<file path="src/logic/mipsPkg.sv">
package mipsPkg;

    // primary opcode, instr[31:26]
    typedef enum logic [5:0] {
        opSpecial = 6'b000000,
        opOri     = 6'b001101,
        opLw      = 6'b100011,
        opSw      = 6'b101011,
        opBeq     = 6'b000100,
        opLui     = 6'b001111,
        opJal     = 6'b000011
    } opcodeE;

    // function field for opSpecial, instr[5:0]
    typedef enum logic [5:0] {
        fnAddu = 6'b100001,
        fnSubu = 6'b100011,
        fnJr   = 6'b001000
    } functE;

    typedef enum logic [1:0] {
        aluAdd,
        aluSub,
        aluOr,
        aluLui  // b moved to upper half
    } aluOpE;

    typedef enum logic [1:0] {
        npcSeq,
        npcBranch,
        npcJump,
        npcReg
    } npcSelE;

    typedef enum logic [1:0] {
        wrRt,
        wrRd,
        wr31
    } wrSelE;

    typedef enum logic [1:0] {
        wdAlu,
        wdMem,
        wdPcPlus4
    } wdSelE;

    typedef enum logic {
        extZero,
        extSign
    } extSelE;

    localparam logic [4:0] linkReg = 5'd31;  // jal destination

endpackage

</file>
<file path="src/logic/execUnit.sv">
`timescale 1ns/100ps

module execUnit (
    input  logic [31:0]     rsData,
    input  logic [31:0]     rtData,
    input  logic [15:0]     imm16,
    input  mipsPkg::extSelE extSel,
    input  logic            bSel,
    input  mipsPkg::aluOpE  aluOp,
    output logic [31:0]     aluRes,
    output logic [31:0]     extImm,
    output logic            eq
);

    logic [31:0] opB;

    always_comb begin
        if (extSel == mipsPkg::extSign) begin
            extImm = {{16{imm16[15]}}, imm16};
        end else begin
            extImm = {16'h0000, imm16};
        end
    end

    assign opB = bSel ? extImm : rtData;

    // beq compares the two register reads
    assign eq = (rsData == rtData);

    always_comb begin
        case (aluOp)
            mipsPkg::aluAdd: begin
                aluRes = rsData + opB;  // wraps mod 2^32
            end
            mipsPkg::aluSub: begin
                aluRes = rsData - opB;
            end
            mipsPkg::aluOr: begin
                aluRes = rsData | opB;
            end
            mipsPkg::aluLui: begin
                aluRes = {opB[15:0], 16'h0000};
            end
            default: begin
                aluRes = rsData + opB;
            end
        endcase
    end

endmodule

</file>
<file path="config.mk">
export PLATFORM = sky130hd
export DESIGN_NAME = execUnit
export DESIGN_NICKNAME = d
export VERILOG_FILES = /design/src/logic/mipsPkg.sv /design/src/logic/execUnit.sv
export SDC_FILE = /design/constraint.sdc
export NUM_CORES = 1
export LEC_CHECK = 0
export BUFFER_PORTS_ARGS = -buffer_cell sky130_fd_sc_hd__buf_2
export CAP_MARGIN = 20
export CORE_ASPECT_RATIO = 1.25
export CORE_MARGIN = 2
export CORE_UTILIZATION = 50
export DETAILED_ROUTE_END_ITERATION = 8
export PLACE_DENSITY_LB_ADDON = 0.25
export SLEW_MARGIN = 15
export SYNTH_ARGS = -nofsm -noshare
export SYNTH_HDL_FRONTEND = slang
export SYNTH_SLANG_ARGS = --single-unit
export TNS_END_PERCENT = 50
</file>
<file path="constraint.sdc">
create_clock -name vclk -period 6.3
set_clock_uncertainty 0.05 [all_clocks]
set_input_delay 0.315 -clock vclk [all_inputs]
set_output_delay 0.315 -clock vclk [all_outputs]
set_load 0.02 [all_outputs]
</file>
# After elaboration in Yosys (flattened, before gate mapping)
# Cells that the tools add are included.
dict set report totals {
  reg_bits 0
  input_bits 84
  out_inout_bits 65
  elab_cells 11
}
dict set report classes {
  add_sub_neg 2
  n_eq_ne 4
  mux 3
  bitwise_logic 1
  reduce_logical 1
}
# op n
set op_table {}
lappend op_table {{32-bit case mux with 4 select lines} 1}
lappend op_table {{32-bit 2-to-1 mux} 2}
lappend op_table {{32-bit adder} 1}
lappend op_table {{32-bit == test} 1}
lappend op_table {{32-bit bitwise OR} 1}
lappend op_table {{32-bit subtractor} 1}
lappend op_table {{2-bit == test (second input constant)} 2}
lappend op_table {{2-bit by 1-bit == test with 1-bit output (second input constant)} 1}
lappend op_table {{2-bit logical NOT} 1}

# Logic depth before layout (Yosys ltp)
dict set report depth {
  ltp_word 4
  ltp_mapped 23
}

# Least setup slack after synthesis
# No wires, ideal clock.
dict set report synth_path {
  path_type {input to output}
  startpoint {in bSel}
  endpoint {out aluRes[28]}
  t_arrival_ns 5.442
  path_slack_ns 0.493
  stages 23
  n_path_buf 6
  cell_sequence {buf_6 > buf_2 > buf_2 > buf_2 > buf_1 > mux2i_1 > ha_1 > o21ai_1 > nor3_1 > a31o_2 > a21boi_1 > a31oi_1 > xnor2_1 > ha_1 > clkbuf_1 > nand2_1 > or4_1 > or3_1 > a21oi_1 > nor2_1 > o21ai_0 > xnor2_1 > o21ai_0}
}
dict set report synth_between {
  elab_chain_cells 3
}
# element line_no
set synth_lines {}
lappend synth_lines {{start, declared} execUnit.sv:8} ;# input logic bSel,
lappend synth_lines {{32-bit 2-to-1 mux (*)} execUnit.sv:25} ;# assign opB = bSel ? extImm : rtData;
lappend synth_lines {{32-bit subtractor (tied with other cells)} execUnit.sv:36} ;# aluRes = rsData - opB;
lappend synth_lines {{32-bit case mux with 4 select lines (*)} execUnit.sv:31} ;# case (aluOp)
lappend synth_lines {{end, declared} execUnit.sv:10} ;# output logic [31:0] aluRes,
# Mark *: on every way between the ends. The rest lies on a longest branch, timed or not.

# Worst setup path after layout
dict set report layout_path {
  startpoint {in bSel}
  endpoint {out aluRes[30]}
}
# The elaborated chain is that of the path after synthesis.

==> results.json <==
{
  "crit_buf_inv": 2,
  "drc": 0,
  "routabilityCongestion": 0.990,
  "layout_setup_ws_ns": 0.680,
  "grt.total_usage_pct": 32.4,
  "fin_crit_sh_pct": 89.2,
  "grt_pass1_wl_mm": 23.6,
  "worstPathRequired_ns": 5.93,
  "grt_pass1_vias": 4736,
  "hold_viol": 0,
  "worst_pin_slew_ns": 0.844,
  "syn_nets": 746,
  "die_w_um": 85.5,
  "dp_worst_setup_slack_ns": 0.599,
  "arrival_ns": 5.25,
  "power_w": 0.000656,
  "yosysMostFrequentCell": "a21oi_1",
  "multiInputGateArea_um2": 3690,
  "final_area_um2": 4730,
  "whs_ns": 0.824,
  "synth.area.top_cells": "xor2_1, ha_1, xnor2_1",
  "num_vias": 5125,
  "cp_slowest_cell": "or4_1",
  "vdd_ir_drop_max_uv": 87.4,
  "regArea_um2": 0,
  "synth_top_area_cell": "xor2_1",
  "ant_nets": 0,
  "synth_area_per_cell_um2": 6.60,
  "wl_mm": 15.3,
  "rsz0062_at_grt": "no",
  "antenna_found_initial": 0,
  "avgViaCountPerCell": 6.23,
  "die_h_um": 106,
  "cp_max_fo": 30,
  "initial_core_util_pct": 50.9,
  "outcome": "finished, final reports clean",
  "globalRouteOverflowTotal": 0,
  "cap_violations": 0,
  "rows": 37,
  "seq_cells": 0,
  "yosysWarnings": 0,
  "ys_types": 64,
  "antennaDiodeCount": 0,
  "start_kind": "primary input",
  "seq_area_frac_synth_pct": 0,
  "grt_max_degree": 64,
  "cts_hold_buf": 0,
  "core_um2": 8150,
  "wire_per_inst_um": 18.6,
  "fill_cells": 829,
  "yosys.area.top_type_share_pct": 11.2,
  "slew_violations": 0,
  "synthTopCellsByCount": "a21oi_1, nand2_1, o21ai_0, xor2_1, nor2_1",
  "cp_slowest_stage_delay_ns": 0.52,
  "drive_above_1_share_pct": 24.7,
  "finalSetupViolCount": 0,
  "cp_top_family": "simple AND/OR/NAND/NOR gates",
  "die_area_um2": 9040,
  "io_buffers": 149,
  "cp-end-kind": "output port",
  "p_leak_nw": 2.32,
  "fmax_ghz": 0.178,
  "post_dp_cell_area_um2": 4730,
  "hp-class": "in -> out",
  "power_density_nw_per_um2": 139,
  "setup_tns_ns": 0,
  "drt_iter0_drc": 364,
  "relSlewSlack_pct": 43.6,
  "synthCells": 628,
  "pin_count": 149,
  "critPathKind": "in -> out",
  "num-nets-final": 846,
  "hpwl_mm": 12.6,
  "crit_chain": "buf_2 > mux2i_1 > ha_1 > o21ai_1 > nor3_1 > a31o_2 > a21boi_1 > a31oi_1 > xnor2_1 > ha_1 > nand2_1 > or4_1 > or3_1 > a21oi_1 > nor2_1 > o311ai_1 > xnor2_1 > o21ai_1 > buf_2",
  "fin_crit_ns": 5.62,
  "synth_area_um2": 4150,
  "clkbuf_count": 0,
  "drt-pass1-iter-count": 5,
  "area_growth_pct": 14.1
}
[timing repair]
action,in CTS,in global routing
buffers inserted,0,0
setup endpoints to repair,0,1
resized for setup,0,1
[final cells by class]
type               instances  share of cell area [%]
well taps                 97                    2.56
inverters                 29                    2.30
multi-input cells        539                    78.0
repair buffers           158                    17.2
[cell families after synthesis]
logic type / count (synthesis) / synth area share (%)
mux: 21 / 5.28
compound gates: 204 / 31.1
buf+inv: 89 / 11.2
simple gates: 190 / 22.8
fa+ha+maj: 34 / 10.4
xor+xnor: 90 / 19.2
[metal layers]
layer	routed length (µm)	share of wire (%)	vias to the layer above	global-route usage [%]
met5	0	0	-	0
met1	6250	41	2346	41.4
met3	1220	7.9	51	3.60
met4	676	4.4	0	13.4
li1	-	-	2453	-
met2	7200	47	275	54.5
[power breakdown]
group / switching (W) / internal (W)
Clock: 0 / 0
Sequential: 0 / 0
Combinational: 0.000406 / 0.000250
Total: 0.000406 / 0.000250
[cell usage in the layout, fill, tap and decap left out, types with 3 or more instances in the layout]
master	synthesis	routed
buf_2	5	149
a21oi_1	62	62
nand2_1	58	58
o21ai_0	53	53
xor2_1	53	53
nor2_1	47	47
xnor2_1	36	36
ha_1	33	33
inv_1	28	28
a21o_1	23	23
nor3_1	19	19
mux2i_1	14	14
a31oi_1	13	12
nor4_1	11	11
o311ai_0	9	9
buf_4	31	9
or3_1	8	8
mux2_2	7	7
nand3_1	7	7
and3_1	7	7
nand2b_1	5	5
or4_1	5	5
nor3b_1	5	5
o31ai_1	5	5
o211ai_1	5	5
nand4_1	4	4
a31o_2	3	3
or3b_1	3	3
or2_2	3	3
o21a_1	3	3
[final timing paths]
kind | start | endpoint | slack [ns] | cells past startpoint
worst min-delay path | imm16[12] | extImm[12] | 0.82 | 2
worst max-delay path | bSel | aluRes[30] | 0.68 | 19
[stage by stage]
step / instances / utilization, %
detailed placement: 823 / 58.0
floorplan: 628 / -
CTS: 823 / 58.0
finish: 823 / 58.1
global route: 823 / 58.1
global placement: 823 / 58.0
(Power assumes the default switching activity.)
