`config.mk`:
```
export PLATFORM = sky130hd
export DESIGN_NAME = controller
export DESIGN_NICKNAME = d
export VERILOG_FILES = /design/src/logic/mipsPkg.sv /design/src/logic/controller.sv
export SDC_FILE = /design/constraint.sdc
export NUM_CORES = 1
export LEC_CHECK = 0
export BUFFER_PORTS_ARGS = -buffer_cell sky130_fd_sc_hd__buf_2
export CAP_MARGIN = 10
export CORE_AREA = 2 2 39 41
export DETAILED_ROUTE_END_ITERATION = 16
export DIE_AREA = 0 0 41 43
export PLACE_DENSITY = 0.53
export REMOVE_ABC_BUFFERS = 1
export SYNTH_ARGS = -nofsm -noshare
export SYNTH_HDL_FRONTEND = slang
export SYNTH_SLANG_ARGS = --single-unit
export TNS_END_PERCENT = 5
```
`constraint.sdc`:
```
create_clock -name vclk -period 0.8
set_input_delay 0 -clock vclk [all_inputs]
set_output_delay 0 -clock vclk [all_outputs]
set_load 0.02 [all_outputs]
```
`src/logic/mipsPkg.sv`:
```
package mipsPkg;

    // primary opcode, instr[31:26]
    typedef enum logic [5:0] {
        opSpecial = 6'b000000,
        opOri     = 6'b001101,
        opLw      = 6'b100011,
        opSw      = 6'b101011,
        opBeq     = 6'b000100,
        opLui     = 6'b001111,
        opJal     = 6'b000011
    } opcodeE;

    // function field for opSpecial, instr[5:0]
    typedef enum logic [5:0] {
        fnAddu = 6'b100001,
        fnSubu = 6'b100011,
        fnJr   = 6'b001000
    } functE;

    typedef enum logic [1:0] {
        aluAdd,
        aluSub,
        aluOr,
        aluLui  // b moved to upper half
    } aluOpE;

    typedef enum logic [1:0] {
        npcSeq,
        npcBranch,
        npcJump,
        npcReg
    } npcSelE;

    typedef enum logic [1:0] {
        wrRt,
        wrRd,
        wr31
    } wrSelE;

    typedef enum logic [1:0] {
        wdAlu,
        wdMem,
        wdPcPlus4
    } wdSelE;

    typedef enum logic {
        extZero,
        extSign
    } extSelE;

    localparam logic [4:0] linkReg = 5'd31;  // jal destination

endpackage

```
`src/logic/controller.sv`:
```
`timescale 1ns/100ps

module controller (
    input  logic [31:0]     instr,
    output mipsPkg::npcSelE npcSel,
    output mipsPkg::wrSelE  wrSel,
    output mipsPkg::wdSelE  wdSel,
    output logic            regWe,
    output mipsPkg::extSelE extSel,
    output logic            bSel,  // 1 selects the extended immediate
    output mipsPkg::aluOpE  aluOp,
    output logic            memWe
);

    always_comb begin
        npcSel = mipsPkg::npcSeq;  // all-inactive, acts as nop
        wrSel  = mipsPkg::wrRt;
        wdSel  = mipsPkg::wdAlu;
        regWe  = 1'b0;
        extSel = mipsPkg::extZero;
        bSel   = 1'b0;
        aluOp  = mipsPkg::aluAdd;
        memWe  = 1'b0;

        case (mipsPkg::opcodeE'(instr[31:26]))
            mipsPkg::opSpecial: begin
                case (mipsPkg::functE'(instr[5:0]))
                    mipsPkg::fnAddu: begin
                        regWe = 1'b1;
                        wrSel = mipsPkg::wrRd;
                        aluOp = mipsPkg::aluAdd;
                    end
                    mipsPkg::fnSubu: begin
                        regWe = 1'b1;
                        wrSel = mipsPkg::wrRd;
                        aluOp = mipsPkg::aluSub;
                    end
                    mipsPkg::fnJr: begin
                        npcSel = mipsPkg::npcReg;
                    end
                    default: ;  // zero word lands here too
                endcase
            end
            mipsPkg::opOri: begin
                regWe = 1'b1;
                bSel  = 1'b1;
                aluOp = mipsPkg::aluOr;
            end
            mipsPkg::opLw: begin
                regWe  = 1'b1;
                bSel   = 1'b1;
                extSel = mipsPkg::extSign;
                wdSel  = mipsPkg::wdMem;
            end
            mipsPkg::opSw: begin
                bSel   = 1'b1;
                extSel = mipsPkg::extSign;
                memWe  = 1'b1;
            end
            mipsPkg::opBeq: begin
                extSel = mipsPkg::extSign;  // offset feeds the pc adder
                npcSel = mipsPkg::npcBranch;
            end
            mipsPkg::opLui: begin
                regWe = 1'b1;
                bSel  = 1'b1;
                aluOp = mipsPkg::aluLui;
            end
            mipsPkg::opJal: begin
                regWe  = 1'b1;
                wrSel  = mipsPkg::wr31;
                wdSel  = mipsPkg::wdPcPlus4;
                npcSel = mipsPkg::npcJump;
            end
            default: ;
        endcase
    end

endmodule

```
; After elaboration in Yosys (flattened, before gate mapping)
; Index checks and enable logic that the tools add are counted.
[word_totals]
elab_cells = 26
regBits = 0
[op_classes]
reduce_logical = 5
eq_ne = 9
n_mux = 12
[op_table]
columns = cell, count
row1 = $eq A6 B6 Y1 const B, 4
row2 = $eq A6 B4 Y1 const B, 3
row3 = $pmux W2 S3, 2
row4 = $pmux W2 S2, 2
row5 = $reduce_or A4 Y1, 2
row6 = $eq A6 B2 Y1 const B, 1
row7 = $eq A6 B3 Y1 const B, 1
row8 = $logic_not A6 Y1, 1
row9 = $mux W1, 6
row10 = $reduce_or A3 Y1, 1
row11 = $mux W2, 1
row12 = $pmux W1 S2, 1
row13 = $reduce_or A2 Y1, 1

; Depth between registers and ports, before layout
[depth]
word_depth = 4
mapped_depth = 4
ltp_nobuf = 4

; Least setup slack after synthesis
; No wires, ideal clock.
[synth_timing]
kind = in2out
start = input port instr[2]
end = output port aluOp[0]
required_ns = 0.800
n_path_buf = 0
t_arrival_ns = 1.026
path_slack_ns = -0.226
cell_stages = 4
cell_sequence = nor4_1 -> nand4_1 -> inv_1 -> a32o_1
[synth_via]
elab_chain_cells = 3
[synth_rtl]
columns = element, line_no
row1 = start: declaration, controller.sv:4  ; input logic [31:0] instr,
row2 = $eq A6 B6 Y1, controller.sv:27  ; case (mipsPkg::functE'(instr[5:0]))
row3 = $mux W1, controller.sv:27
row4 = $pmux W2 S3, controller.sv:25  ; case (mipsPkg::opcodeE'(instr[31:26]))
row5 = end: declaration, controller.sv:11  ; output mipsPkg::aluOpE aluOp,
; Every way passes these cells.

; Worst setup path in the final report
[layout_timing]
start = input port instr[26]
end = output port regWe
[layout_via]
elab_chain_cells = 3
[layout_rtl]
columns = element, line_no
row1 = "$eq A6 B4 Y1, or another cell as far along", controller.sv:25
row2 = $reduce_or A4 Y1 (no source line), n/a
row3 = $pmux W1 S2 *, controller.sv:25
row4 = end: declaration, controller.sv:8  ; output logic regWe,
; Mark *: on every way between the ends. The rest lies on a longest branch, timed or not.

==> reports/results.ini <==
[sta]
drv_slew = 0
fin_crit_ns = 1.04
fin_hold_ws_ns = 0.393
setup_ws_ns = -0.239
finalCritPeriodShare_pct = 130
setup_tns_ns = -1.28
relSlewSlack_pct = 82.7
clock.fmax_ghz = 0.962
rsz0062_at_grt = yes
finalHoldViolations = 0
worstMarginPinSlew_ns = 0.257
setup_violations = 9

[placed_design]
placed_cell_area_um2 = 409
place_inst = 84
gp_congestion = 0.718
dp_hpwl_um = 697
port_buffers = 24

[floorplanning]
die_x_um = 41
start_util_pct = 12.9
io_pins = 44
die_h_um = 43
core-area_mm2 = 0.00138
dieArea_mm2 = 0.00176
rows = 14

[grt]
grt_pass1_wl_mm = 1.19
grt_overflow = 0
grt_pass1_vias = 307
grt_max_degree = 8
grt_use_total_pct = 9.19
antenna_found_initial = 0

[final_layout]
drive_above_1_share_pct = 68.6
area.sequential_um2 = 0
nFlopsAndLatches = 0
nets = 104
nClkBuffers = 0
fin_area_um2 = 523
stdcell_count = 86
syn2layout_area_growth_pct = 192
num_antenna_cells = 0
nFillCells = 153

[routing]
totalWireLength_um = 839
first_pass_iters = 2
vias = 379
drt-initial-drc-count = 3
vias_per_cell = 4.41
drc = 0
wl_per_cell_um = 9.76
drtAntennaViolNets = 0

[clocking]
cts-hold-fix-buffers = 0

[setup_path]
crit_start = instr[26]
critPathKind = in2out
critPathArrivalTime_ns = 1.04
required_ns = 0.80
worstPathMaxFanout = 5
end_kind = output pin
crit_path_start_kind = primary input

[hold_path]
hp-class = in2out
hold_depth = 5
hp-start = instr[0]
min_to = npcSel[1]

[pwr]
p_sw_share_pct = 45.9
powerDensity_mw_per_mm2 = 355
pwr-share-comb_pct = 100.0
p_sw_w = 0.0000853
p_clk_share_pct = 0
fin_total_pwr_w = 0.000186
p_seq_share_pct = 0
p_int_w = 0.000101
leakagePower_nw = 0.298
ir_drop_v = 0.000135

[logic_synthesis]
ys_warn_count = 0
synthCells = 32
synth-seq-area-share_pct = 0
ys_types = 15
synth_area_per_cell_um2 = 5.59
netlist_area_um2 = 179

[outcome]
failed_checks = negative setup slack
run_status = finished with violations

[job]
cap_violations = 0

how the worst max path moves through the flow:
stage | cells after the start | slack, ns | to
floorplan | 4 | -0.23 | aluOp[0]
global placement | 7 | -0.27 | aluOp[0]
detailed placement | 5 | -0.27 | regWe
CTS | 5 | -0.24 | regWe
global route | 5 | -0.26 | regWe
finish | 5 | -0.24 | regWe
critical path, stage by stage:
cell,delay (ns)
buf_8,0.09
nand2_4,0.05
or4b_4,0.57
o221ai_2,0.18
buf_4,0.16
Yosys cell counts:
library cell,number,area (µm²)
nand4_1,3,18.8
a21oi_1,2,10.0
nor4_1,2,12.5
nor2b_1,1,6.26
or4b_4,1,13.8
inv_1,3,11.3
nand2_1,6,22.5
and3_1,1,6.26
nand3_1,1,5.00
nor2_1,7,26.3
o221ai_2,1,15.0
and2_1,1,6.26
nand2_2,1,6.26
nor4b_1,1,8.76
a32o_1,1,10.0
through the flow:
stage / utilization (%) / setup slack [ns]
global route: 37.8 / -0.263
finish: 37.8 / -0.239
global placement: 29.6 / -0.268
floorplan: - / -0.226
CTS: 34.1 / -0.240
detailed placement: 29.6 / -0.269
layout by cell type (no fill, tap or decap), drive strengths merged:
cell type / n
inv: 3
a21oi: 2
and3: 1
o221ai: 1
nand3: 1
nand2: 7
a32o: 1
nor2: 7
nand4: 3
nor2b: 1
nor4b: 1
nor4: 2
or4b: 1
and2: 1
buf: 38
layout make-up:
cell class,instances,area (µm²),area share [%]
multi-input combinational,29,209,40.0
timing repair buffer,38,283,54.1
tap,16,20.0,3.83
inverter,3,11.3,2.15
power groups by stage:
stage	logic [W]	clock network, W	registers, W
floorplan	0.0000451	0	0
global placement	0.000140	0	0
detailed placement	0.000140	0	0
CTS	0.000168	0	0
global route	0.000201	0	0
finish	0.000186	0	0
logic make-up (layout without fill, tap and decap cells):
| logic type | count (synthesis) | after routing | share of synthesized area, % |
|---|---|---|---|
| simple gates | 25 | 25 | 74.1 |
| compound gates | 4 | 4 | 19.6 |
| buf+inv | 3 | 41 | 6.29 |
metal layers:
layer	part of all wire, %	up-vias	track usage (%)
li1	-	196	-
met1	43	168	13.3
met2	47	15	15.0
met3	9.3	0	1.05
met4	0	0	0
met5	0	-	0
timing repair:
action                     in CTS  in global routing
pin swaps                       3                  5
setup buffers                   1                  1
gates cloned                    0                  0
setup endpoints to repair       9                 11
gates resized for setup        15                 11
Note: power is estimated with default switching activity, not from simulation.
