File: src/logic/mipsPkg.sv
package mipsPkg;

    // primary opcode, instr[31:26]
    typedef enum logic [5:0] {
        opSpecial = 6'b000000,
        opOri     = 6'b001101,
        opLw      = 6'b100011,
        opSw      = 6'b101011,
        opBeq     = 6'b000100,
        opLui     = 6'b001111,
        opJal     = 6'b000011
    } opcodeE;

    // function field for opSpecial, instr[5:0]
    typedef enum logic [5:0] {
        fnAddu = 6'b100001,
        fnSubu = 6'b100011,
        fnJr   = 6'b001000
    } functE;

    typedef enum logic [1:0] {
        aluAdd,
        aluSub,
        aluOr,
        aluLui  // b moved to upper half
    } aluOpE;

    typedef enum logic [1:0] {
        npcSeq,
        npcBranch,
        npcJump,
        npcReg
    } npcSelE;

    typedef enum logic [1:0] {
        wrRt,
        wrRd,
        wr31
    } wrSelE;

    typedef enum logic [1:0] {
        wdAlu,
        wdMem,
        wdPcPlus4
    } wdSelE;

    typedef enum logic {
        extZero,
        extSign
    } extSelE;

    localparam logic [4:0] linkReg = 5'd31;  // jal destination

endpackage

File: src/logic/pcUnit.sv
`timescale 1ns/100ps

module pcUnit (
    input  logic            clk,
    input  logic            rstN,
    input  mipsPkg::npcSelE npcSel,
    input  logic            eq,
    input  logic [31:0]     extImm,
    input  logic [25:0]     target,
    input  logic [31:0]     rsData,
    output logic [31:0]     pc,
    output logic [31:0]     pcPlus4
);

    logic [31:0] npc;

    assign pcPlus4 = pc + 32'd4;

    always_comb begin
        case (npcSel)
            mipsPkg::npcSeq: begin
                npc = pcPlus4;
            end
            mipsPkg::npcBranch: begin
                npc = eq ? pcPlus4 + {extImm[29:0], 2'b00} : pcPlus4;
            end
            mipsPkg::npcJump: begin
                npc = {pcPlus4[31:28], target, 2'b00};  // region of the next word
            end
            mipsPkg::npcReg: begin
                npc = rsData;
            end
            default: begin
                npc = pcPlus4;
            end
        endcase
    end

    always_ff @(posedge clk) begin
        if (!rstN) begin
            pc <= '0;
        end else begin
            pc <= npc;
        end
    end

endmodule

File: config.mk
export PLATFORM = sky130hd
export DESIGN_NAME = pcUnit
export DESIGN_NICKNAME = d
export VERILOG_FILES = /design/src/logic/mipsPkg.sv /design/src/logic/pcUnit.sv
export SDC_FILE = /design/constraint.sdc
export NUM_CORES = 1
export LEC_CHECK = 0
export BUFFER_PORTS_ARGS = -buffer_cell sky130_fd_sc_hd__buf_4
export CAP_MARGIN = 20
export CORE_MARGIN = 8
export CORE_UTILIZATION = 35
export DETAILED_ROUTE_END_ITERATION = 7
export GPL_TIMING_DRIVEN = 0
export MAX_ROUTING_LAYER = met4
export PLACE_DENSITY = 0.71
export REMOVE_ABC_BUFFERS = 1
export SYNTH_ARGS = -nofsm -noshare
export SYNTH_HDL_FRONTEND = slang
export SYNTH_SLANG_ARGS = --single-unit
File: constraint.sdc
create_clock -name clk -period 4.17 [get_ports clk]
set_input_delay 0.2085 -clock clk [delete_from_list [all_inputs] [get_ports clk]]
set_output_delay 0.2085 -clock clk [all_outputs]
set_load 0.02 [all_outputs]
== Yosys cells after proc, flatten, opt, wreduce, memory -nomap -nowiden ==
Cells that the tools add are included.

* Register bits after elaboration: 32
* Bits in latches: 0
* RAM bits: 0
* Bits in read-only memories: 0
* Word-level logic and storage cells: 9
* Memories: 0

* $add $sub $neg: 2
* Multipliers: 0
* Divide/modulo/power cells: 0
* Magnitude comparators: 0
* Equal/unequal tests: 3
* Shift-type cells: 0
* Mux-type cells: 2
* Bitwise operators: 0
* Reduce and logical (&&, ||, !) cells: 1

{| class="wikitable"
|+ Operator list
! kind !! count
|-
| one-hot mux 32 bit (4 select lines) || 1
|-
| adder 32 x 3 -> 32 bit (second input constant) || 1
|-
| adder 32 bit || 1
|-
| 2-to-1 mux 32 bit || 1
|-
| == test 2 bit (second input constant) || 2
|-
| == test 2 x 1 -> 1 bit (second input constant) || 1
|-
| zero test 2 bit || 1
|}

== Longest topological paths before layout ==
Gate-level depths: netlist (run 1).

* Word-level depth: 4
* Depth in mapped cells: 18
* Mapped depth without buffers: 16

== Worst setup path before layout (run 1) ==
No wires, ideal clock.

* Path kind: reg-to-reg
* Start: register pc[2]
* End: register pc[28]
* Arrival: 4.009 ns
* Data required time: 4.037 ns
* Slack: 0.028 ns
* Cell stages (with the launch flop): 17
* Buffers on the path: 1
* Clock period less this slack: 4.142 ns
* Cells stage by stage: dfxtp_1 ha_1 nand3_1 or3_1 clkbuf_1 nor2_1 nand3_1 xnor2_1 ha_1 a21o_1 a21o_1 a2111oi_4 nor2_2 a311o_1 a221o_1 nand4b_1 o221ai_1

* Longest elaborated chain between the ends: 4

{| class="wikitable"
|+ Ends and longest elaborated chain
! item !! RTL line !! source
|-
| start, declared || pcUnit.sv:11 || <nowiki>output logic [31:0] pc,</nowiki>
|-
| start signal, assigned || pcUnit.sv:43 || <nowiki>pc <= npc;</nowiki>
|-
| adder 32 x 3 -> 32 bit || pcUnit.sv:17 || <nowiki>assign pcPlus4 = pc + 32'd4;</nowiki>
|-
| via pcPlus4[18] || pcUnit.sv:12 || <nowiki>output logic [31:0] pcPlus4</nowiki>
|-
| adder 32 bit || pcUnit.sv:25 || <nowiki>npc = eq ? pcPlus4 + {extImm[29:0], 2'b00} : pcPlus4;</nowiki>
|-
| 2-to-1 mux 32 bit || pcUnit.sv:25 ||
|-
| one-hot mux 32 bit (4 select lines) || pcUnit.sv:20 || <nowiki>case (npcSel)</nowiki>
|}

The timed path passes the listed nets, and every way through them passes these cells.
A chain may end at the register's enable or synchronous reset.

== Worst setup path in the final report (run 1) ==
* Start: register pc[3]
* End: register pc[29]

* Longest elaborated chain between the ends: 4

{| class="wikitable"
|+ Ends and longest elaborated chain
! item !! RTL line
|-
| adder 32 x 3 -> 32 bit * || pcUnit.sv:17
|-
| adder 32 bit || pcUnit.sv:25
|-
| 2-to-1 mux 32 bit || pcUnit.sv:25
|-
| one-hot mux 32 bit (4 select lines) * || pcUnit.sv:20
|}

Mark *: on every way between the ends. The rest lies on a longest branch, timed or not.

==> flow_summary.rst, run 1 <==
.. list-table::
   :header-rows: 1

   * - Metric
     - Value
   * - Post-route design area
     - 5794 um2
   * - Total half-perimeter wirelength after legalization and detailed placement
     - 12.62 mm
   * - Number of enable flip-flop cells after synthesis
     - 0
   * - Per-instance average area after synthesis
     - 7.603 um2
   * - RSZ-0062 raised after global routing
     - true
   * - Via count of the first global-routing pass
     - 4,689
   * - Die outline width
     - 125.0 um
   * - Maximum operating frequency
     - 0.2499 GHz
   * - Peak ir drop on the vdd network
     - 0.1257 mV
   * - Number of H-tree branching levels
     - 2
   * - DR vias
     - 4,780
   * - Antenna diode instance count
     - 0
   * - Final nets
     - 821
   * - Die H
     - 125.0 um
   * - Layout cell share with drive strength beyond 1
     - 0.3251
   * - Hold crit path type
     - primary input to flip-flop
   * - Number of hold buffers added after cts
     - 0
   * - Boundary pin count
     - 159
   * - Area of the core
     - 11,810 um2
   * - Setup_tns
     - 0 ps
   * - Antenna violations before repair
     - 0
   * - Pwr per Cell Area
     - 282.3 nW/um2
   * - Slowest Stage Delay on Critical Path
     - 520 ps
   * - Portion of total power attributed to combinational logic
     - 0.502
   * - Initial Utilization
     - 0.3521
   * - Max-slew violations
     - 0
   * - Largest driver fanout on the critical path
     - 7
   * - Category of the worst setup path launch point
     - flip-flop
   * - Floorplan die area
     - 15,630 um2
   * - Register cell area after layout
     - 643.1 um2
   * - Count of unique library cells instantiated by Yosys
     - 72
   * - Worst EP required
     - 4380 ps
   * - Internal power of the cells
     - 0.9944 mW
   * - Relative contribution of sequential cells to total power
     - 0.230
   * - Total net switching power
     - 0.6413 mW
   * - Switching Share
     - 0.3921
   * - Commonest register cell after synthesis
     - sky130_fd_sc_hd__dfxtp_1
   * - Starting DRT DRC Count
     - 341
   * - Gp weighted congestion
     - 0.8871
   * - Leakage dissipation
     - 2.732 nW
   * - Final number of hold-violating endpoints
     - 0
   * - Portion of synthesized cell area occupied by the leading cell type
     - 0.1540
   * - Setup violators final
     - 0
   * - Fill cell total of the finished layout
     - 1,179
   * - Max Root-Sink Buffers
     - 2
   * - Count leader, synth
     - sky130_fd_sc_hd__nor2_1
   * - Reported max-cap violation count
     - 0
   * - Wire length of the first global-routing pass
     - 25.06 mm
   * - Sequential fraction of the synthesis area
     - 0.1540
   * - Library cell appearing most often on the critical path
     - sky130_fd_sc_hd__nand3_1
   * - Minimum clock period after layout
     - 4001 ps
   * - Outcome
     - complete, no violations
   * - Sum of overflow across all layers after global routing
     - 0
   * - Largest net degree at the start of global routing
     - 65
   * - Area Overhead vs Synth
     - 39.32%
   * - Clock-pin slew on the worst setup and hold paths
     - 60 ps
   * - Placed cell areas
     - 5389 um2
   * - Nature of the critical path endpoint
     - flip-flop
   * - Max transition margin
     - 0.3081
   * - Flip-flop count of the largest register, all copies and words added
     - 32
   * - Gate count of the mapped netlist
     - 547
   * - Average vias per placed instance
     - 5.697
   * - Min Hold Slack
     - 150.1 ps
   * - Ranking of synthesized cells by area
     - sky130_fd_sc_hd__dfxtp_1 15%, sky130_fd_sc_hd__ha_1 10%, sky130_fd_sc_hd__xnor2_1 7.4%, sky130_fd_sc_hd__a21oi_1 6.0%, sky130_fd_sc_hd__nor2_1 4.6%
   * - Total clock buffers created by CTS
     - 5
   * - Total standard cell area after synthesis
     - 4159 um2
   * - Share of async-settable or async-resettable flops after synthesis
     - 0
   * - Number of detailed-route iterations in the first pass
     - 5
   * - Clock Skew
     - 5.723 ps
   * - Avg WL per Cell
     - 19.62 um
   * - Number of warnings issued by yosys
     - 0
   * - Rows
     - 40
   * - Clock share of power
     - 0.268
   * - Register bit total from synthesis
     - 32
   * - Crit path DAT
     - 4210 ps
   * - Drc violations
     - 0
   * - Skew-Pair Late Insertion Delay
     - 290 ps
   * - Number of port buffers
     - 156
   * - List of most frequent post-synthesis cells
     - 51 x sky130_fd_sc_hd__nor2_1, 50 x sky130_fd_sc_hd__a21oi_1, 40 x sky130_fd_sc_hd__nand2_1
   * - Register with the highest flop count
     - pc
   * - Combined area of the multi-input logic cells
     - 3486 um2
   * - List of cells traversed by the critical path
     - ha_1, nand3_1, or3_4, nand2b_1, xnor2_2, ha_2, and4_1, nand3_1, o211ai_1, a211oi_2, o21bai_2, a21oi_2, nor4b_2, mux2_1, o22ai_1
   * - Global-route usage over all layers
     - 0.2020
   * - CTS root buffer
     - sky130_fd_sc_hd__clkbuf_16
   * - Post-Route WL
     - 16.46 mm
   * - Post-detailed-route count of antenna-violating nets
     - 0
   * - Worst Path Class, Setup
     - flip-flop to flip-flop
   * - Portion of the clock cycle consumed by the worst path in the final layout
     - 0.9594
   * - Slew at the pin with the worst max-slew slack
     - 1036 ps
   * - Top flop regs
     - pc (32)
   * - Cell taking the most area after synthesis
     - sky130_fd_sc_hd__dfxtp_1
   * - TritonCTS clock tree
     - done
   * - Number of sinks handled by clock tree synthesis
     - 32
   * - Worst-path cell with the longest stage delay
     - sky130_fd_sc_hd__or3_4
## path summary, 6_finish.rpt
check	startpoint	endpoint	slack, ps	cells past startpoint
setup / recovery	pc[3]	pc[29]	170	15
hold / removal	rsData[1]	pc[1]	150	3
setup reg to reg	pc[3]	pc[29]	170	15
hold reg to reg	pc[1]	pc[1]	620	3
## kinds of logic after synthesis
group,share of synthesized area
muxes,0.06227
adders and majority gates,0.1071
and+or+nand+nor,0.2395
DFF,0.1540
xor gates and xnor gates,0.1071
buffers and inverters,0.04723
AOI/OAI and AO/OA,0.2828
## worst max-delay path: cells and delay by family (launching register included)
kind / cells / cell delay, ps
AOI/OAI and AO/OA: 5 / 810
xor gates and xnor gates: 1 / 180
adders and majority gates: 2 / 590
DFF: 1 / 380
muxes: 1 / 350
and+or+nand+nor: 6 / 1600
## layer usage
metal,GRT usage,wire (um),part of all wire,vias up
li1,-,-,-,2299
met1,0.2522,7240,0.44,2299
met2,0.3384,8072,0.49,168
met3,0.03145,971,0.059,14
met4,0.04083,174,0.011,0
met5,-,0,0,-
## cell usage in the layout (no fill, tap or decap), types with 4 or more instances in the layout
cell type / netlist / routed
sky130_fd_sc_hd__buf_4: 2 / 166
sky130_fd_sc_hd__a21oi_1: 50 / 49
sky130_fd_sc_hd__nor2_1: 51 / 47
sky130_fd_sc_hd__nand2_1: 40 / 40
sky130_fd_sc_hd__ha_1: 34 / 31
sky130_fd_sc_hd__dfxtp_1: 32 / 30
sky130_fd_sc_hd__xnor2_1: 35 / 28
sky130_fd_sc_hd__o21ai_0: 29 / 28
sky130_fd_sc_hd__nand3_1: 22 / 22
sky130_fd_sc_hd__a21o_1: 20 / 20
sky130_fd_sc_hd__inv_1: 18 / 18
sky130_fd_sc_hd__nor2b_1: 16 / 16
sky130_fd_sc_hd__and2_1: 13 / 13
sky130_fd_sc_hd__xor2_1: 14 / 11
sky130_fd_sc_hd__nand4_1: 10 / 10
sky130_fd_sc_hd__and3_1: 9 / 9
sky130_fd_sc_hd__mux2i_1: 9 / 9
sky130_fd_sc_hd__a211oi_1: 10 / 9
sky130_fd_sc_hd__xnor2_2: 1 / 8
sky130_fd_sc_hd__o22ai_1: 7 / 7
sky130_fd_sc_hd__mux4_2: 7 / 7
sky130_fd_sc_hd__o221ai_1: 6 / 6
sky130_fd_sc_hd__o21a_1: 5 / 5
sky130_fd_sc_hd__a22o_1: 5 / 5
sky130_fd_sc_hd__clkbuf_16: 0 / 5
sky130_fd_sc_hd__and4_1: 5 / 4
sky130_fd_sc_hd__o211ai_1: 4 / 4
sky130_fd_sc_hd__a221oi_1: 4 / 4
## per-stage QoR
stage	power, mW	setup WS (ps)	utilization	std cells
final	1.636	169.2	0.4906	839
after global routing	1.721	-31.35	0.4906	839
after CTS	1.613	48.42	0.4768	832
after detailed placement	1.164	-618.0	0.4563	821
after global placement	1.152	-698.3	0.4563	821
after floorplan	0.8653	64.21	-	518
## power by group through the flow
stage          Sequential, mW  Combinational, mW  Clock (mW)
2_1_floorplan           0.404              0.462           0
3_3_place_gp            0.376              0.776           0
3_5_place_dp            0.377              0.787           0
4_1_cts                 0.372              0.800       0.441
5_1_grt                 0.380              0.887       0.454
6_report                0.376              0.822       0.438
## what timing repair did
item                       in CTS  in global routing
gates resized for setup        12                 21
setup endpoints to repair       7                  7
setup buffers                   3                  7
pin swaps                       6                  8
## cell type report
| cell class | instances | share of cell area |
|---|---|---|
| clock inverter | 2 | 0.006046 |
| multi-input combinational | 467 | 0.6016 |
| timing repair buffer | 166 | 0.2151 |
| sequential | 32 | 0.1110 |
| inverter | 19 | 0.01231 |
| clock buffer | 6 | 0.02224 |
| tap | 147 | 0.03174 |
Power figures use the tool's default switching activity.
==> inputs of run 2 (changes only) <==
BUFFER_PORTS_ARGS = unset   (was -buffer_cell sky130_fd_sc_hd__buf_4)
DONT_BUFFER_PORTS = 1   (was unset)
PLACE_DENSITY = 0.6   (was 0.71)
==> run 2 against run 1 <==
Final cell count is 19% lower; global-route usage hardly changed; register-to-register slack worse by 60 ps; first-iteration DRC count is 26% lower; maximum frequency is 1.5% lower; via count is 12% lower; combinational power is 23% lower; sequential share of layout area is 2.3 points higher; final area is 14% lower; flip-flop and latch count stayed put; non-clock buffer count is 156 lower; count of clock-buffer cells in the layout is 1 higher; critical endpoint is now pc[31]; largest power group unchanged.
==> flow_summary.rst, run 2 (same netlist as run 1, synthesis figures left out) <==
.. list-table::
   :header-rows: 1

   * - Metric
     - Value
   * - Peak ir drop on the vdd network
     - 0.1264 mV
   * - Portion of the clock cycle consumed by the worst path in the final layout
     - 0.9745
   * - Initial Utilization
     - 0.3521
   * - Number of detailed-route iterations in the first pass
     - 4
   * - Die H
     - 125.0 um
   * - Post-route total power
     - 1.465 mW
   * - Rows
     - 40
   * - Crit path DAT
     - 4260 ps
   * - Floorplan die area
     - 15,630 um2
   * - Setup violators final
     - 0
   * - Leading cell type in the layout, fill and taps excluded
     - sky130_fd_sc_hd__a21oi_1
   * - Sum of overflow across all layers after global routing
     - 0
   * - Top flop regs
     - pc (32)
   * - Slowest Stage Delay on Critical Path
     - 520 ps
   * - Avg WL per Cell
     - 23.45 um
   * - Top delay family on crit path
     - simple AND/OR/NAND/NOR gates
   * - Total clock buffers created by CTS
     - 5
   * - Post-route design area
     - 5001 um2
   * - Final instance count without filler cells
     - 683
   * - Worst-path cell with the longest stage delay
     - sky130_fd_sc_hd__dfxtp_1
   * - Combined area of the multi-input logic cells
     - 3850 um2
   * - DR vias
     - 4,205
   * - Most frequent cells in the layout
     - 47 x sky130_fd_sc_hd__a21oi_1, 45 x sky130_fd_sc_hd__nor2_1, 40 x sky130_fd_sc_hd__nand2_1, 28 x sky130_fd_sc_hd__o21ai_0, 24 x sky130_fd_sc_hd__xnor2_1
   * - Max transition margin
     - 0.3520
   * - Number of H-tree branching levels
     - 2
   * - TritonCTS clock tree
     - done
   * - Nature of the critical path endpoint
     - flip-flop
   * - Count of buffer and inverter cells on the critical path
     - 2
   * - Leakage dissipation
     - 2.030 nW
   * - Register cell area after layout
     - 670.6 um2
   * - Max Root-Sink Buffers
     - 2
   * - Flip-flop count of the largest register, all copies and words added
     - 32
   * - List of cells traversed by the critical path
     - nand3_1, or3_4, buf_4, nor3_4, xor2_4, ha_4, a21o_1, a21o_1, nor3_2, o211ai_1, buf_4, a311oi_4, xnor2_2, and4_1, nor4_2
   * - Final design utilization
     - 0.4234
   * - Worst Path Class, Setup
     - flip-flop to flip-flop
   * - Area Overhead vs Synth
     - 20.25%
   * - Global-route usage over all layers
     - 0.2016
   * - Cell Count Post-Placement
     - 665
   * - Antenna diode instance count
     - 0
   * - Reported max-cap violation count
     - 0
   * - Min Hold Slack
     - 36.25 ps
   * - Register with the highest flop count
     - pc
   * - Die outline width
     - 125.0 um
   * - Pre-CTS setup slack
     - -1219 ps
   * - Setup_tns
     - 0 ps
   * - Via count of the first global-routing pass
     - 4,143
   * - Largest driver fanout on the critical path
     - 7
   * - Antenna violations before repair
     - 0
   * - Pwr per Cell Area
     - 293.0 nW/um2
   * - Wire length of the first global-routing pass
     - 24.10 mm
   * - CTS root buffer
     - sky130_fd_sc_hd__clkbuf_16
   * - Post-detailed-route count of antenna-violating nets
     - 0
   * - Clock-pin slew on the worst setup and hold paths
     - 60 ps
   * - Worst EP required
     - 4370 ps
   * - Fill cell total of the finished layout
     - 1,206
   * - Average vias per placed instance
     - 6.157
   * - Total half-perimeter wirelength after legalization and detailed placement
     - 12.31 mm
   * - Final number of hold-violating endpoints
     - 0
   * - Outcome
     - complete, no violations
   * - Post-Route WL
     - 16.01 mm
   * - Slew at the pin with the worst max-slew slack
     - 970.1 ps
   * - Drc violations
     - 0
   * - Layout cell share with drive strength beyond 1
     - 0.2052
   * - Max-slew violations
     - 0
   * - Minimum clock period after layout
     - 4064 ps
   * - Maximum operating frequency
     - 0.2461 GHz
   * - Number of port buffers
     - 0
   * - Area of the core
     - 11,810 um2
   * - Clock Skew
     - 8.840 ps
   * - Placed cell areas
     - 4218 um2
   * - Boundary pin count
     - 159
   * - Gp weighted congestion
     - 0.8782
   * - Starting DRT DRC Count
     - 254
   * - Number of sinks handled by clock tree synthesis
     - 32
   * - Largest net degree at the start of global routing
     - 65
   * - Skew-Pair Late Insertion Delay
     - 290 ps
   * - Category of the worst setup path launch point
     - flip-flop
   * - Hold crit path type
     - primary input to flip-flop
   * - Final nets
     - 665
   * - Post-route worst setup slack
     - 106.2 ps
## run 2: path summary, 6_finish.rpt
check | cells past startpoint | startpoint | to | slack [ps]
worst max register to register | 15 | pc[9] | pc[31] | 110
worst min register to register | 3 | pc[13] | pc[13] | 840
worst max-delay path | 15 | pc[9] | pc[31] | 110
worst min-delay path | 1 | eq | pc[25] | 40
## run 2: cell type report
class,count,share of cell area
Tap cell,147,0.03678
Sequential cell,32,0.1341
Multi-Input combinational cell,467,0.7698
Clock inverter,1,0.001501
Clock buffer,7,0.02852
Inverter,19,0.01426
Timing Repair Buffer,10,0.01501
## run 2: per-layer routing
metal,global-route usage,share of wire,vias to the layer above
met1,0.2400,0.44,2035
li1,-,-,1991
met2,0.3132,0.46,154
met5,-,0,-
met3,0.06970,0.085,25
met4,0.06447,0.022,0
## run 2: where the power goes
part	switching (mW)	internal (mW)
clock network	0.161	0.238
logic	0.351	0.285
registers	0.0938	0.336
## run 2: what timing repair did
| action | 4_1_cts | 5_1_grt |
|---|---|---|
| pin swaps | 8 | 20 |
| buffers inserted | 4 | 6 |
| setup endpoints to repair | 17 | 7 |
| resized for setup | 55 | 47 |
| hold buffers | 0 | 0 |
==> inputs of run 3 (changes only) <==
CTS_BUF_LIST = sky130_fd_sc_hd__clkbuf_8   (was unset)
==> run 3 against run 2 <==
Count of clock-buffer cells in the layout down 1; sequential share of layout area grew 0.097 points; highest routed layer unchanged; critical path type unchanged; maximum frequency increased by 0.56%; flip-flop and latch count unchanged; first-iteration DRC count rose by 5.1%; largest power group unchanged; wire length grew 0.92%; combinational power increased by 0.9%.
==> flow_summary.rst, run 3 (same netlist as run 1, synthesis figures left out) <==
.. list-table::
   :header-rows: 1

   * - Metric
     - Value
   * - Reg-to-reg endpoint
     - pc[31]
   * - Clock-pin slew on the worst setup and hold paths
     - 90 ps
   * - GR Layer Usage met1
     - 0.2422
   * - Number of port buffers
     - 0
   * - Antenna diode instance count
     - 0
   * - Slowest Stage Delay on Critical Path
     - 530 ps
   * - Sum of overflow across all layers after global routing
     - 0
   * - Layout cell share with drive strength beyond 1
     - 0.1993
   * - Worst Reg-to-Reg Cells
     - 16
   * - List of cells traversed by the critical path
     - ha_2, nand3_2, or3_4, buf_4, nor3_4, xor2_4, ha_4, a21o_1, a21o_1, nor3_2, o211ai_1, buf_4, a311oi_4, xnor2_2, and4_1, nor4_2
   * - Reported max-cap violation count
     - 0
   * - Setup_tns
     - 0 ps
   * - Antenna violations before repair
     - 0
   * - Clock Skew
     - 14.97 ps
   * - Worst Hold Launch
     - rstN
   * - Floorplan die area
     - 15,630 um2
   * - Worst Path Class, Setup
     - flip-flop to flip-flop
   * - Number of detailed-route iterations in the first pass
     - 4
   * - Number of H-tree branching levels
     - 2
   * - Hold crit path type
     - primary input to flip-flop
   * - Initial Utilization
     - 0.3521
   * - RSZ-0062 raised after global routing
     - true
   * - Outcome
     - complete, no violations
   * - Drc violations
     - 0
   * - CTS root buffer
     - sky130_fd_sc_hd__clkbuf_8
   * - Leading cell type in the layout, fill and taps excluded
     - sky130_fd_sc_hd__a21oi_1
   * - Top delay family on crit path
     - simple AND/OR/NAND/NOR gates
   * - Final number of hold-violating endpoints
     - 0
   * - Die outline width
     - 125.0 um
   * - Final nets
     - 666
   * - Total clock buffers created by CTS
     - 5
   * - Number of sinks handled by clock tree synthesis
     - 32
   * - Global-route usage over all layers
     - 0.2035
   * - Peak-usage layer in the global routing report
     - met2
   * - Gp weighted congestion
     - 0.8782
   * - Met3 track utilization from global routing
     - 0.07140
   * - Max-slew violations
     - 0
   * - Nature of the critical path endpoint
     - flip-flop
   * - Total half-perimeter wirelength after legalization and detailed placement
     - 12.31 mm
   * - Capturing instance or port of the critical path
     - pc[31]
   * - Via count of the first global-routing pass
     - 4,155
   * - Placed cell areas
     - 4218 um2
   * - Most frequent cells in the layout
     - 47 x sky130_fd_sc_hd__a21oi_1, 45 x sky130_fd_sc_hd__nor2_1, 40 x sky130_fd_sc_hd__nand2_1, 28 x sky130_fd_sc_hd__o21ai_0
   * - Launch point of the worst path
     - pc[2]
   * - Area Overhead vs Synth
     - 19.16%
   * - Worst EP required
     - 4410 ps
   * - Minimum clock period after layout
     - 4041 ps
   * - Category of the worst setup path launch point
     - flip-flop
   * - Largest net degree at the start of global routing
     - 65
   * - Beginning of the worst register-to-register path
     - pc[2]
   * - Die H
     - 125.0 um
   * - Final design utilization
     - 0.4196
   * - Avg WL per Cell
     - 23.63 um
   * - Count of buffer and inverter cells on the critical path
     - 2
   * - Reg-to-reg setup timing slack
     - 130 ps
   * - DR vias
     - 4,249
   * - Crit path DAT
     - 4280 ps
   * - Worst-path cell with the longest stage delay
     - sky130_fd_sc_hd__or3_4
   * - Maximum operating frequency
     - 0.2475 GHz
   * - Depth of the critical timing path with buffers and inverters included
     - 16
   * - Area of the core
     - 11,810 um2
   * - Pwr per Cell Area
     - 273.6 nW/um2
   * - Register with the highest flop count
     - pc
   * - Average vias per placed instance
     - 6.212
   * - Max transition margin
     - 0.3375
   * - Wire length of the first global-routing pass
     - 24.29 mm
   * - Setup violators final
     - 0
   * - Skew-Pair Late Insertion Delay
     - 320 ps
   * - Slew at the pin with the worst max-slew slack
     - 991.8 ps
   * - Peak ir drop on the vdd network
     - 0.1064 mV
   * - Flip-flop count of the largest register, all copies and words added
     - 32
   * - Post-Route WL
     - 16.16 mm
   * - Rows
     - 40
   * - Max Root-Sink Buffers
     - 2
   * - Fill cell total of the finished layout
     - 1,216
   * - Boundary pin count
     - 159
   * - Starting DRT DRC Count
     - 267
   * - TritonCTS clock tree
     - done
   * - Portion of the clock cycle consumed by the worst path in the final layout
     - 0.9691
   * - Leakage dissipation
     - 2.022 nW
   * - Post-route total power
     - 1.356 mW
   * - Top flop regs
     - pc (32)
   * - Met2 routing resource usage after global routing
     - 0.3151
   * - Min Hold Slack
     - 11.45 ps
   * - Post-detailed-route count of antenna-violating nets
     - 0
   * - Post-route design area
     - 4956 um2
   * - Largest driver fanout on the critical path
     - 7
[run 3: cell types whose count changed in the layout (fill, tap and decap cells not counted), sizes merged]
cell | previous run | this run
dlygate4sd3 | 0 | 2
buf | 10 | 9
clkbuf | 7 | 6
inv | 19 | 20
[run 3: layer usage]
| metal | share of wire | routed length [um] | up-vias |
|---|---|---|---|
| met3 | 0.083 | 1341 | 22 |
| met4 | 0.021 | 333 | 0 |
| met5 | 0 | 0 | - |
| met2 | 0.46 | 7456 | 177 |
| met1 | 0.43 | 7028 | 2055 |
| li1 | - | - | 1995 |
[run 3: per-stage QoR]
step	std cells	worst slack (ps)
5_1_grt	684	-70.79
4_1_cts	680	-21.76
3_3_place_gp	665	-1192
3_5_place_dp	665	-1219
2_1_floorplan	518	64.21
6_report	684	129.0
[run 3: repair_timing]
| item | in CTS | in global routing |
|---|---|---|
| setup endpoints to repair | 17 | 7 |
| resized for setup | 54 | 46 |
| hold buffers | 2 | 0 |
| pin swaps | 9 | 16 |
| hold endpoints to repair | 3 | 0 |
| setup buffers | 5 | 4 |
[run 3: how the worst min path moves through the flow]
stage,to,slack [ps],cells after the start
6_report,pc[16],10,2
5_1_grt,pc[3],2,1
4_1_cts,pc[23],-2,1
3_5_place_dp,pc[25],330,1
3_3_place_gp,pc[25],330,1
2_1_floorplan,pc[25],310,1
[run 3: layout make-up]
class	count	area (um2)	area share
multi-input cells	467	3850	0.7768
well taps	147	183.9	0.03711
clock inverters	2	11.26	0.002272
flip-flops and latches	32	669.4	0.1351
clock buffers	6	82.58	0.01666
repair buffers	11	87.58	0.01767
inverters	19	71.32	0.01439
[run 3: report_power, final]
part | internal [mW] | switching [mW] | leakage (nW)
registers | 0.335 | 0.0926 | 0.270
clock network | 0.132 | 0.154 | 0.0486
logic | 0.287 | 0.355 | 1.70
